--- src/hw/csr_params.svh ---
`ifndef CSR_PARAMS_SVH
`define CSR_PARAMS_SVH

// Core geometry.
`define CSR_NUM_THREADS 4
`define CSR_NUM_WARPS   4
`define CSR_XLEN        32

// Floating-point status and control.
`define CSR_FFLAGS      12'h001
`define CSR_FRM         12'h002
`define CSR_FCSR        12'h003

// Machine-level registers.
`define CSR_MSCRATCH    12'h340
`define CSR_MCYCLE      12'hB00
`define CSR_MINSTRET    12'hB02
`define CSR_MHARTID     12'hF14

// GPU identity registers.
`define CSR_THREAD_ID   12'hCC0
`define CSR_WARP_ID     12'hCC1
`define CSR_CORE_ID     12'hCC2

// Graphics extension window, half open and aligned to its size.
`define CSR_EXT_BEGIN   12'h7C0
`define CSR_EXT_END     12'h7C8

`endif

--- src/hw/csr_pkg.sv ---
`include "csr_params.svh"

package csr_pkg;

    typedef logic [`CSR_XLEN-1:0] word_t;
    typedef logic [11:0] csr_addr_t;
    typedef logic [$clog2(`CSR_NUM_WARPS)-1:0] warp_id_t;
    typedef logic [$clog2(`CSR_NUM_THREADS)-1:0] lane_id_t;
    typedef logic [`CSR_NUM_THREADS-1:0] tmask_t;
    typedef logic [4:0] reg_id_t;
    typedef logic [7:0] uuid_t;
    typedef word_t [`CSR_NUM_THREADS-1:0] lane_words_t;

    typedef enum logic [1:0] {
        CSR_OP_RW = 2'd0,
        CSR_OP_RS = 2'd1,
        CSR_OP_RC = 2'd2
    } csr_op_e;

    typedef struct packed {
        uuid_t       uuid;
        warp_id_t    wid;
        tmask_t      tmask;
        word_t       pc;
        reg_id_t     rd;
        logic        wb;
        csr_op_e     op;
        logic        use_imm;
        logic [4:0]  imm;
        lane_id_t    tid;
        csr_addr_t   addr;
        lane_words_t rs1_data;
    } csr_req_t;

    typedef struct packed {
        uuid_t       uuid;
        warp_id_t    wid;
        tmask_t      tmask;
        word_t       pc;
        reg_id_t     rd;
        logic        wb;
        lane_words_t data;
    } csr_rsp_t;

endpackage

--- src/hw/csr_data.sv ---
`timescale 1ns/1ps
`include "csr_params.svh"

module csr_data #(
    parameter int CORE_ID = 0
) (
    input  logic               clk,
    input  logic               reset,
    input  logic [2:0]         commit_count,
    input  csr_pkg::csr_addr_t read_addr,
    input  csr_pkg::warp_id_t  read_wid,
    output csr_pkg::word_t     read_data_ro,
    output csr_pkg::word_t     read_data_rw,
    input  logic               write_enable,
    input  csr_pkg::csr_addr_t write_addr,
    input  csr_pkg::word_t     write_data
);

    csr_pkg::word_t mscratch;
    csr_pkg::word_t mcycle;
    csr_pkg::word_t minstret;
    logic [4:0]     fflags;
    logic [2:0]     frm;

    // Writable registers. Writes to any other address are dropped here.
    always_ff @(posedge clk) begin
        if (reset) begin
            mscratch <= '0;
            fflags   <= '0;
            frm      <= '0;
        end else if (write_enable) begin
            case (write_addr)
                `CSR_FFLAGS: begin
                    fflags <= write_data[4:0];
                end
                `CSR_FRM: begin
                    frm <= write_data[2:0];
                end
                `CSR_FCSR: begin
                    frm    <= write_data[7:5];
                    fflags <= write_data[4:0];
                end
                `CSR_MSCRATCH: begin
                    mscratch <= write_data;
                end
                default: begin
                end
            endcase
        end
    end

    // Free-running cycle count and retired-instruction count.
    always_ff @(posedge clk) begin
        if (reset) begin
            mcycle   <= '0;
            minstret <= '0;
        end else begin
            mcycle   <= mcycle + 1'b1;
            minstret <= minstret + csr_pkg::word_t'(commit_count);
        end
    end

    always_comb begin
        case (read_addr)
            `CSR_FFLAGS: begin
                read_data_rw = csr_pkg::word_t'(fflags);
            end
            `CSR_FRM: begin
                read_data_rw = csr_pkg::word_t'(frm);
            end
            `CSR_FCSR: begin
                read_data_rw = csr_pkg::word_t'({frm, fflags});
            end
            `CSR_MSCRATCH: begin
                read_data_rw = mscratch;
            end
            default: begin
                read_data_rw = '0;
            end
        endcase
    end

    // Thread id and hart id vary per lane and are formed in the unit.
    always_comb begin
        case (read_addr)
            `CSR_MCYCLE: begin
                read_data_ro = mcycle;
            end
            `CSR_MINSTRET: begin
                read_data_ro = minstret;
            end
            `CSR_WARP_ID: begin
                read_data_ro = csr_pkg::word_t'(read_wid);
            end
            `CSR_CORE_ID: begin
                read_data_ro = csr_pkg::word_t'(CORE_ID);
            end
            default: begin
                read_data_ro = '0;
            end
        endcase
    end

endmodule

--- src/hw/csr_subsystem.sv ---
`timescale 1ns/1ps

module csr_subsystem #(
    parameter int CORE_ID = 0
) (
    input  logic              clk,
    input  logic              reset,
    input  csr_pkg::csr_req_t req,
    input  logic              req_valid,
    output logic              req_ready,
    output csr_pkg::csr_rsp_t rsp,
    output logic              rsp_valid,
    input  logic              rsp_ready,
    input  logic              gpu_pending,
    input  logic [2:0]        commit_count,
    output logic              req_pending
);

    csr_pkg::csr_addr_t read_addr;
    csr_pkg::warp_id_t  read_wid;
    csr_pkg::word_t     read_data_ro;
    csr_pkg::word_t     read_data_rw;
    logic               write_enable;
    csr_pkg::csr_addr_t write_addr;
    csr_pkg::word_t     write_data;
    logic               ext_write_enable;
    logic [2:0]         ext_addr;
    csr_pkg::warp_id_t  ext_wid;
    csr_pkg::word_t     ext_write_data;
    csr_pkg::word_t     ext_read_data;

    csr_unit #(
        .CORE_ID (CORE_ID)
    ) u_csr_unit (
        .clk              (clk),
        .reset            (reset),
        .req              (req),
        .req_valid        (req_valid),
        .req_ready        (req_ready),
        .rsp              (rsp),
        .rsp_valid        (rsp_valid),
        .rsp_ready        (rsp_ready),
        .gpu_pending      (gpu_pending),
        .req_pending      (req_pending),
        .read_addr        (read_addr),
        .read_wid         (read_wid),
        .read_data_ro     (read_data_ro),
        .read_data_rw     (read_data_rw),
        .write_enable     (write_enable),
        .write_addr       (write_addr),
        .write_data       (write_data),
        .ext_write_enable (ext_write_enable),
        .ext_addr         (ext_addr),
        .ext_wid          (ext_wid),
        .ext_write_data   (ext_write_data),
        .ext_read_data    (ext_read_data)
    );

    csr_data #(
        .CORE_ID (CORE_ID)
    ) u_csr_data (
        .clk          (clk),
        .reset        (reset),
        .commit_count (commit_count),
        .read_addr    (read_addr),
        .read_wid     (read_wid),
        .read_data_ro (read_data_ro),
        .read_data_rw (read_data_rw),
        .write_enable (write_enable),
        .write_addr   (write_addr),
        .write_data   (write_data)
    );

    ext_csr_bank u_ext_csr_bank (
        .clk          (clk),
        .reset        (reset),
        .write_enable (ext_write_enable),
        .addr         (ext_addr),
        .wid          (ext_wid),
        .write_data   (ext_write_data),
        .read_data    (ext_read_data)
    );

endmodule

--- src/hw/csr_unit.sv ---
`timescale 1ns/1ps
`include "csr_params.svh"

module csr_unit #(
    parameter int CORE_ID = 0
) (
    input  logic               clk,
    input  logic               reset,
    input  csr_pkg::csr_req_t  req,
    input  logic               req_valid,
    output logic               req_ready,
    output csr_pkg::csr_rsp_t  rsp,
    output logic               rsp_valid,
    input  logic               rsp_ready,
    input  logic               gpu_pending,
    output logic               req_pending,
    output csr_pkg::csr_addr_t read_addr,
    output csr_pkg::warp_id_t  read_wid,
    input  csr_pkg::word_t     read_data_ro,
    input  csr_pkg::word_t     read_data_rw,
    output logic               write_enable,
    output csr_pkg::csr_addr_t write_addr,
    output csr_pkg::word_t     write_data,
    output logic               ext_write_enable,
    output logic [2:0]         ext_addr,
    output csr_pkg::warp_id_t  ext_wid,
    output csr_pkg::word_t     ext_write_data,
    input  csr_pkg::word_t     ext_read_data
);

    localparam int LANE_BITS = $clog2(`CSR_NUM_THREADS);
    localparam int WARP_BITS = $clog2(`CSR_NUM_WARPS);

    csr_pkg::word_t       operand;
    csr_pkg::word_t       old_value;
    csr_pkg::word_t       new_value;
    csr_pkg::word_t       shared_data;
    csr_pkg::lane_words_t lane_data;
    csr_pkg::csr_rsp_t    rsp_in;
    logic                 ext_hit;
    logic                 write_cond;
    logic                 sbuf_ready;
    logic                 req_fire;
    logic                 rsp_fire;

    assign ext_hit   = (req.addr >= `CSR_EXT_BEGIN) && (req.addr < `CSR_EXT_END);
    assign req_ready = sbuf_ready && !gpu_pending;
    assign req_fire  = req_valid && req_ready;
    assign rsp_fire  = rsp_valid && rsp_ready;

    assign operand = req.use_imm ? csr_pkg::word_t'(req.imm) : req.rs1_data[req.tid];
    assign old_value = ext_hit ? ext_read_data : read_data_rw;

    always_comb begin
        case (req.op)
            csr_pkg::CSR_OP_RW: new_value = operand;
            csr_pkg::CSR_OP_RS: new_value = old_value | operand;
            default:            new_value = old_value & ~operand;
        endcase
    end

    // Set and clear with a zero operand are plain reads.
    assign write_cond = (req.op == csr_pkg::CSR_OP_RW) || (operand != '0);

    assign read_addr    = req.addr;
    assign read_wid     = req.wid;
    assign write_enable = req_fire && write_cond && !ext_hit;
    assign write_addr   = req.addr;
    assign write_data   = new_value;

    // The window is aligned, so the low address bits select the register.
    assign ext_write_enable = req_fire && write_cond && ext_hit;
    assign ext_addr         = req.addr[2:0];
    assign ext_wid          = req.wid;
    assign ext_write_data   = new_value;

    assign shared_data = ext_hit ? ext_read_data : (read_data_ro | read_data_rw);

    always_comb begin
        for (int i = 0; i < `CSR_NUM_THREADS; i++) begin
            case (req.addr)
                `CSR_THREAD_ID: begin
                    lane_data[i] = csr_pkg::word_t'(i);
                end
                `CSR_MHARTID: begin
                    lane_data[i] = csr_pkg::word_t'((CORE_ID << (WARP_BITS + LANE_BITS))
                                 + (int'(req.wid) << LANE_BITS) + i);
                end
                default: begin
                    lane_data[i] = shared_data;
                end
            endcase
        end
    end

    always_comb begin
        rsp_in.uuid  = req.uuid;
        rsp_in.wid   = req.wid;
        rsp_in.tmask = req.tmask;
        rsp_in.pc    = req.pc;
        rsp_in.rd    = req.rd;
        rsp_in.wb    = req.wb;
        rsp_in.data  = lane_data;
    end

    skid_buffer #(
        .DATAW ($bits(csr_pkg::csr_rsp_t))
    ) u_rsp_buffer (
        .clk       (clk),
        .reset     (reset),
        .valid_in  (req_valid && !gpu_pending),
        .ready_in  (sbuf_ready),
        .data_in   (rsp_in),
        .data_out  (rsp),
        .valid_out (rsp_valid),
        .ready_out (rsp_ready)
    );

    // A reply handshake on the accepting edge wins over the new request.
    always_ff @(posedge clk) begin
        if (reset) begin
            req_pending <= 1'b0;
        end else begin
            if (req_fire) begin
                req_pending <= 1'b1;
            end
            if (rsp_fire) begin
                req_pending <= 1'b0;
            end
        end
    end

endmodule

--- src/hw/ext_csr_bank.sv ---
`timescale 1ns/1ps
`include "csr_params.svh"

module ext_csr_bank (
    input  logic              clk,
    input  logic              reset,
    input  logic              write_enable,
    input  logic [2:0]        addr,
    input  csr_pkg::warp_id_t wid,
    input  csr_pkg::word_t    write_data,
    output csr_pkg::word_t    read_data
);

    localparam int NUM_REGS = `CSR_EXT_END - `CSR_EXT_BEGIN;

    // One copy of the window per warp.
    csr_pkg::word_t regs [`CSR_NUM_WARPS][NUM_REGS];

    always_ff @(posedge clk) begin
        if (reset) begin
            for (int w = 0; w < `CSR_NUM_WARPS; w++) begin
                for (int r = 0; r < NUM_REGS; r++) begin
                    regs[w][r] <= '0;
                end
            end
        end else if (write_enable) begin
            regs[wid][addr] <= write_data;
        end
    end

    assign read_data = regs[wid][addr];

endmodule

--- src/hw/skid_buffer.sv ---
`timescale 1ns/1ps

module skid_buffer #(
    parameter int DATAW = 8
) (
    input  logic             clk,
    input  logic             reset,
    input  logic             valid_in,
    output logic             ready_in,
    input  logic [DATAW-1:0] data_in,
    output logic [DATAW-1:0] data_out,
    output logic             valid_out,
    input  logic             ready_out
);

    logic             out_valid;
    logic [DATAW-1:0] out_data;
    logic             use_buffer;
    logic [DATAW-1:0] buffer;
    logic             push;
    logic             out_load;

    // The overflow entry is the only thing that can block the input.
    assign ready_in = ~use_buffer;
    assign push     = valid_in && ready_in;
    assign out_load = ~out_valid || ready_out;

    always_ff @(posedge clk) begin
        if (reset) begin
            out_valid  <= 1'b0;
            use_buffer <= 1'b0;
        end else if (out_load) begin
            out_valid  <= use_buffer || push;
            use_buffer <= 1'b0;
        end else if (push) begin
            use_buffer <= 1'b1;
        end
    end

    always_ff @(posedge clk) begin
        if (out_load) begin
            out_data <= use_buffer ? buffer : data_in;
        end
        if (push && !out_load) begin
            buffer <= data_in;
        end
    end

    assign valid_out = out_valid;
    assign data_out  = out_data;

endmodule

--- config.mk ---
export PLATFORM = sky130hd
export DESIGN_NAME = csr_subsystem
export DESIGN_NICKNAME = d
export VERILOG_FILES = /design/src/hw/csr_pkg.sv /design/src/hw/csr_data.sv /design/src/hw/csr_subsystem.sv /design/src/hw/csr_unit.sv /design/src/hw/ext_csr_bank.sv /design/src/hw/skid_buffer.sv
export VERILOG_INCLUDE_DIRS = /design/src /design/src/hw
export SDC_FILE = /design/constraint.sdc
export NUM_CORES = 2
export LEC_CHECK = 0
export ABC_CLOCK_PERIOD_IN_PS = 16700
export BUFFER_PORTS_ARGS = -buffer_cell sky130_fd_sc_hd__buf_4
export CAP_MARGIN = 20
export CELL_PAD_IN_SITES_DETAIL_PLACEMENT = 1
export CELL_PAD_IN_SITES_GLOBAL_PLACEMENT = 1
export CORE_MARGIN = 1
export CORE_UTILIZATION = 55
export CTS_CLUSTER_DIAMETER = 40
export DETAILED_ROUTE_END_ITERATION = 16
export PLACE_DENSITY_LB_ADDON = 0.12
export SLEW_MARGIN = 20
export SYNTH_ARGS = -nofsm -noshare
export SYNTH_HDL_FRONTEND = slang
export SYNTH_SLANG_ARGS = --single-unit
--- constraint.sdc ---
create_clock -name clk -period 16.7 [get_ports clk]
set_clock_uncertainty 0.05 [all_clocks]
set_input_delay 0.835 -clock clk [delete_from_list [all_inputs] [get_ports clk]]
set_output_delay 0.835 -clock clk [all_outputs]
set_load 0.005 [all_outputs]
## Yosys cells after proc, flatten, opt, wreduce, memory -nomap -nowiden

Memory sizes are Yosys's and may differ from the RTL's.
Cells that the tools add are included.

- Output and inout port bits: 183
- Memories: 1
- Input port bits: 210
- Word-level logic and storage cells: 92
- Bits in registers: 467
- Bits in writable memories: 1024

- Muxes and demuxes: 27
- $lt $le $gt $ge: 5
- Bitwise logic cells: 7
- Reduce and logical (&&, ||, !) cells: 27
- Eq/ne operators: 10
- Add/subtract/negate cells: 5

Memory list:

| memory | words | width | rd ports | clocked after memory_dff | wr ports | RTL line | RTL |
|---|---|---|---|---|---|---|---|
| u_ext_csr_bank.regs | 4 | 256 | 1 | 0 | 4 | ext_csr_bank.sv:17 | `` csr_pkg::word_t regs [`CSR_NUM_WARPS][NUM_REGS]; `` |

Operators by type and width:

| cell | number |
|---|---|
| $mux W256 | 3 |
| $pmux W32 S2 | 5 |
| $reduce_or A256 Y1 | 1 |
| $mux W32 | 7 |
| $mux W180 | 1 |
| $pmux W32 S4 | 1 |
| $bmux W32 S3 | 1 |
| $demux W32 S3 | 1 |
| $pmux W32 S3 | 1 |
| $bmux W32 S2 | 1 |
| $or A32 B32 Y32 | 2 |
| $eq A12 B12 Y1 const B | 5 |
| $add A32 B1 Y32 const B | 1 |
| $add A32 B3 Y32 | 1 |
| $and A32 B32 Y32 | 1 |
| $not A32 Y32 | 1 |
| $reduce_bool A32 Y1 | 1 |
| $eq A12 B2 Y1 const B | 2 |
| $eq A12 B1 Y1 const B | 1 |
| $eq A12 B10 Y1 const B | 1 |
| $ge A12 B11 Y1 const B | 1 |
| $lt A12 B11 Y1 const B | 1 |
| $logic_and A1 B1 Y1 | 11 |
| $add A4 B2 Y5 const B | 2 |
| other kinds (16) | 28 |

## Depth between registers and ports, before layout

- Depth in word-level cells: 12
- Depth in mapped cells: 13
- Gate-level depth less buffers: 10

## Hierarchy

Synthesis repeated with hierarchy kept, for this count alone.

- Cell total of the unflattened synthesis: 4960
- Area total of the unflattened synthesis: 68190.4 um2

Modules (own cells, without submodules):

| module | seq. area each (um2) | cells each | area an instance (um2) | times used |
|---|---|---|---|---|
| ext_csr_bank | 30749.5 | 3330 | 46677.3 | 1 |
| skid_buffer | 10850.4 | 568 | 13127.6 | 1 |
| csr_data | 2082.0 | 667 | 5418.9 | 1 |
| csr_unit | 20.0 | 395 | 2966.6 | 1 |

## Worst setup path before layout

Ideal clock, no wire load.

- Path type: input -> register
- Start: input port rsp_ready
- End: register u_csr_unit.u_rsp_buffer.buffer[100] (enable)
- Data required time: 16.120 ns
- Setup time: 0.530 ns
- Path buffers: 0
- Arrival: 6.724 ns
- Slack: 9.396 ns
- Cell stages on the path: 2
- Cell sequence: nand2b_1 nor2_1

- Cells in the longest elaborated chain, start to end: 3

RTL lines:

| item | RTL line | RTL |
|---|---|---|
| from (decl) | csr_subsystem.sv:13 | `input logic rsp_ready,` |
| $logic_or A1 B1 Y1 | skid_buffer.sv:26 | `assign out_load = ~out_valid \|\| ready_out;` |
| $logic_not A1 Y1 | skid_buffer.sv:44 | `if (push && !out_load) begin` |
| $logic_and A1 B1 Y1 | skid_buffer.sv:44 |  |
| to (signal assigned) | skid_buffer.sv:45 | `buffer <= data_in;` |
| to (decl) | skid_buffer.sv:19 | `logic [DATAW-1:0] buffer;` |

No other way between the ends.
A chain may end at the register's enable or synchronous reset.

==> results by group <==
Status
  – Status: complete, no violations

Clock tree
  – Post-CTS Setup Bufs: 0
  – Root Driver: clkbuf_16
  – CTS Buf Count: 163
  – Clk_lat worst skew: 0.78 ns
  – Clock tree from TritonCTS: built
  – CTS max path bufs: 3
  – CTS clk-pin slew, worst paths: 0.06 ns
  – Post-CTS Hold Fix Bufs: 0
  – Num Clock Sinks: 1303
  – CTS resizes: 0
  – H-Tree Depth: 4

Global routing
  – Antenna violations before repair: 5
  – GRT Overall Usage: 36.5%
  – Vias in the first global route: 40700
  – First-pass GRT wire length: 281000 um
  – GRT overflow: 0
  – Largest net degree at the start of global routing: 120

Logic synthesis
  – Yosys cell types: 69
  – Syn Std Cell Area: 57800 sq um
  – Yosys reg bits: 1303
  – Mean Syn Cell Area: 13.9 sq um
  – Seq/Total Area, Yosys: 65.8%
  – Asr flop ratio synth: 0%
  – Net Count, Synth: 4362
  – Top cells by area, synth: edfxtp_1 (62%), mux4_2 (11%), nor2_1 (7.5%)
  – Top cell type's share of synthesized area: 62.1%
  – YS warnings: 0
  – Area leader, netlist: edfxtp_1
  – Most frequent cells after synthesis: edfxtp_1 (1196), nor2_1 (1149), mux4_2 (285), clkbuf_1 (187), nand2_1 (160)
  – Post-synth EDFFs: 1196
  – Top_reg_cell synth: edfxtp_1
  – Synth Instances: 4147
  – Most numerous cell in the Yosys netlist: edfxtp_1

Cells and area
  – Final layout net count: 4588
  – Layout cells sized above 1: 27.2%
  – P&R area growth vs syn: 15.6%

Timing
  – RSZ-0062 raised after global routing: no
  – Hold_ws: 0.210 ns
  – Final Max Tran Viols: 0
  – Achievable Freq: 168 MHz
  – Slew headroom: 25.5%
  – Final hold viol count: 0
  – Final setup fails: 0
  – Minimum clock period: 5.94 ns
  – Tcrit/Tclk final: 35.6%
  – Setup TNS: 0 ns
  – Slew @ Worst Pin: 1.12 ns

Placement
  – Final HPWL DP: 117000 um
  – Global placer's final weighted congestion: 0.844
  – # port buffers: 392

Worst setup path
  – Worst Path Required: 17.12 ns
  – Crit Path Category: input pin to register
  – Crit path DAT: 6.35 ns
  – Critical Path Sink: u_ext_csr_bank.regs[1][90]
  – CP Cell Sequence: buf_8, buf_4, buf_4, buf_4, mux4_2, mux4_2, a211oi_1, a2111oi_0, a31oi_4, nor2_1
  – Crit path max fanout: 64
  – CP bufs+invs: 4
  – Slowest stage delay, CP: 0.84 ns
  – Worst R2R Start: u_csr_unit.u_rsp_buffer.use_buffer
  – Crit. End Element: register
  – FF-to-FF setup slack: 12.66 ns
  – Stages on worst setup path: 10
  – CP delay by family, top: buffers and inverters
  – Startpoint Class: input pin
  – Slowest CP cell: buf_4
  – FF-to-FF path depth: 8
  – Critical Path Start: req[192]
  – RR Endpoint: u_ext_csr_bank.regs[1][68]
  – Top cell by count, worst path: buf_4

Die
  – Die area: 106000 sq um
  – Core ar.: 104000 sq um
  – Die Wd: 326 um
  – Starting density of the core: 55.6%
  – Row count: 118
  – I/O pin cnt: 393
  – Height of the chip: 326 um

Routing
  – Total iterations of the first detailed-routing run: 5
  – Vias per Instance: 6.60
  – Final ANT Viol Nets: 0
  – Via count: 38900
  – DRC: 0
  – Final WL: 195000 um
  – Average wire per standard cell: 33.1 um
  – Starting DRC count in detailed routing: 4731

Power and ir drop
  – Peak VDD IR: 0.0789 mV
  – Pwr Density: 118 nW/um^2
  – Static Leakage: 22.5 nW

Flow run
  – Max-Cap Viols: 0

Min path
  – Worst Hold Class: input pin to register
[worst min-delay path by stage]
stage,start,to,slack (ns),cells after the start
3_5_place_dp,u_csr_data.mcycle[0],u_csr_data.mcycle[0],0.40,1
6_report,req[181],u_csr_unit.u_rsp_buffer.buffer[159],0.21,1
5_1_grt,req[184],u_csr_unit.u_rsp_buffer.buffer[162],0.19,1
4_1_cts,req[181],u_csr_unit.u_rsp_buffer.buffer[159],0.17,1
2_1_floorplan,u_csr_data.mcycle[0],u_csr_data.mcycle[0],0.38,1
3_3_place_gp,u_csr_data.mcycle[0],u_csr_data.mcycle[0],0.39,1
[logic make-up (layout without fill, tap and decap cells)]
logic type               Yosys count  in the layout  share of synthesized area [%]
AND/OR/NAND/NOR                 1541           1541                           11.0
XOR/XNOR                          50             50                          0.757
buffers and inverters            474            835                           4.24
adder cells (fa/ha/maj)            5              5                          0.121
multiplexers                     457            457                           14.3
AO/OA/AOI/OAI                    317            317                           3.79
flip-flops                      1303           1303                           65.8
other                              0              2                              0
[routing by layer]
layer	wire length, um	GRT usage [%]	part of all wire [%]	vias up
li1	-	-	-	15700
met1	69200	45.8	36	20200
met2	98300	61.6	50	2500
met3	19700	8.08	10	485
met4	7580	14.9	3.9	4
met5	27	0	0.014	-
[state kept, by name (all words and copies together) (netlist names)]
register	cells
u_csr_data.frm	3
u_csr_unit.req_pending	1
u_csr_unit.u_rsp_buffer.valid_out	1
u_csr_data.mcycle	32
u_csr_data.fflags	5
u_ext_csr_bank.regs	1024
u_csr_unit.u_rsp_buffer.data_out	86
u_csr_data.minstret	32
u_csr_unit.u_rsp_buffer.buffer	86
u_csr_data.mscratch	32
u_csr_unit.u_rsp_buffer.use_buffer	1
[cells in the final DEF, fill, tap and decap left out, types with 17 or more instances in the layout]
cell / instances
nor2_1: 1143
and2_1: 28
nand4_1: 18
o21ai_0: 23
a32oi_1: 33
xor2_1: 37
mux2i_1: 85
nand2_1: 151
dfxtp_1: 106
clkinv_1: 22
clkbuf_16: 171
edfxtp_1: 1196
a22oi_1: 35
a21oi_1: 85
clkinv_2: 27
bufinv_16: 17
buf_4: 510
nand3_1: 46
nor3_1: 21
mux4_2: 285
nor4_1: 26
clkbuf_1: 22
mux2_2: 87
nand3_2: 17
a211oi_1: 39
inv_6: 17
[metrics by stage]
| step | util, % | worst slack (ns) | instances | cell area (sq um) | total power, W |
|---|---|---|---|---|---|
| finish | 64.3 | 10.76 | 5890 | 66900 | 0.00792 |
| global route | 64.3 | 10.31 | 5890 | 66900 | 0.00808 |
| CTS | 64.3 | 10.74 | 5886 | 66800 | 0.00793 |
| detailed placement | 59.0 | 10.03 | 5586 | 61400 | 0.00439 |
| global placement | 59.0 | 10.19 | 5585 | 61300 | 0.00436 |
| floorplan | - | 9.40 | 4147 | 57800 | 0.00412 |
[where the power goes]
part | leakage, nW | total [W] | switching, W | internal (W)
Sequential | 12.3 | 0.00375 | 0.0000560 | 0.00369
Clock | 2.65 | 0.00357 | 0.00142 | 0.00215
Combinational | 7.54 | 0.000597 | 0.000369 | 0.000228
Total | 22.5 | 0.00792 | 0.00184 | 0.00607
[area by class of cell]
type | instances | area [sq um]
Tap cell | 1380 | 1730
Clock inverter | 104 | 1050
Clock buffer | 196 | 4400
Multi-Input combinational cell | 2370 | 17600
Fill cell | 9624 | 37100
Antenna cell | 2 | 5.00
Sequential cell | 1303 | 38100
Timing Repair Buffer | 517 | 3960
Inverter | 18 | 67.6
Note: power is estimated with default switching activity, not from simulation.
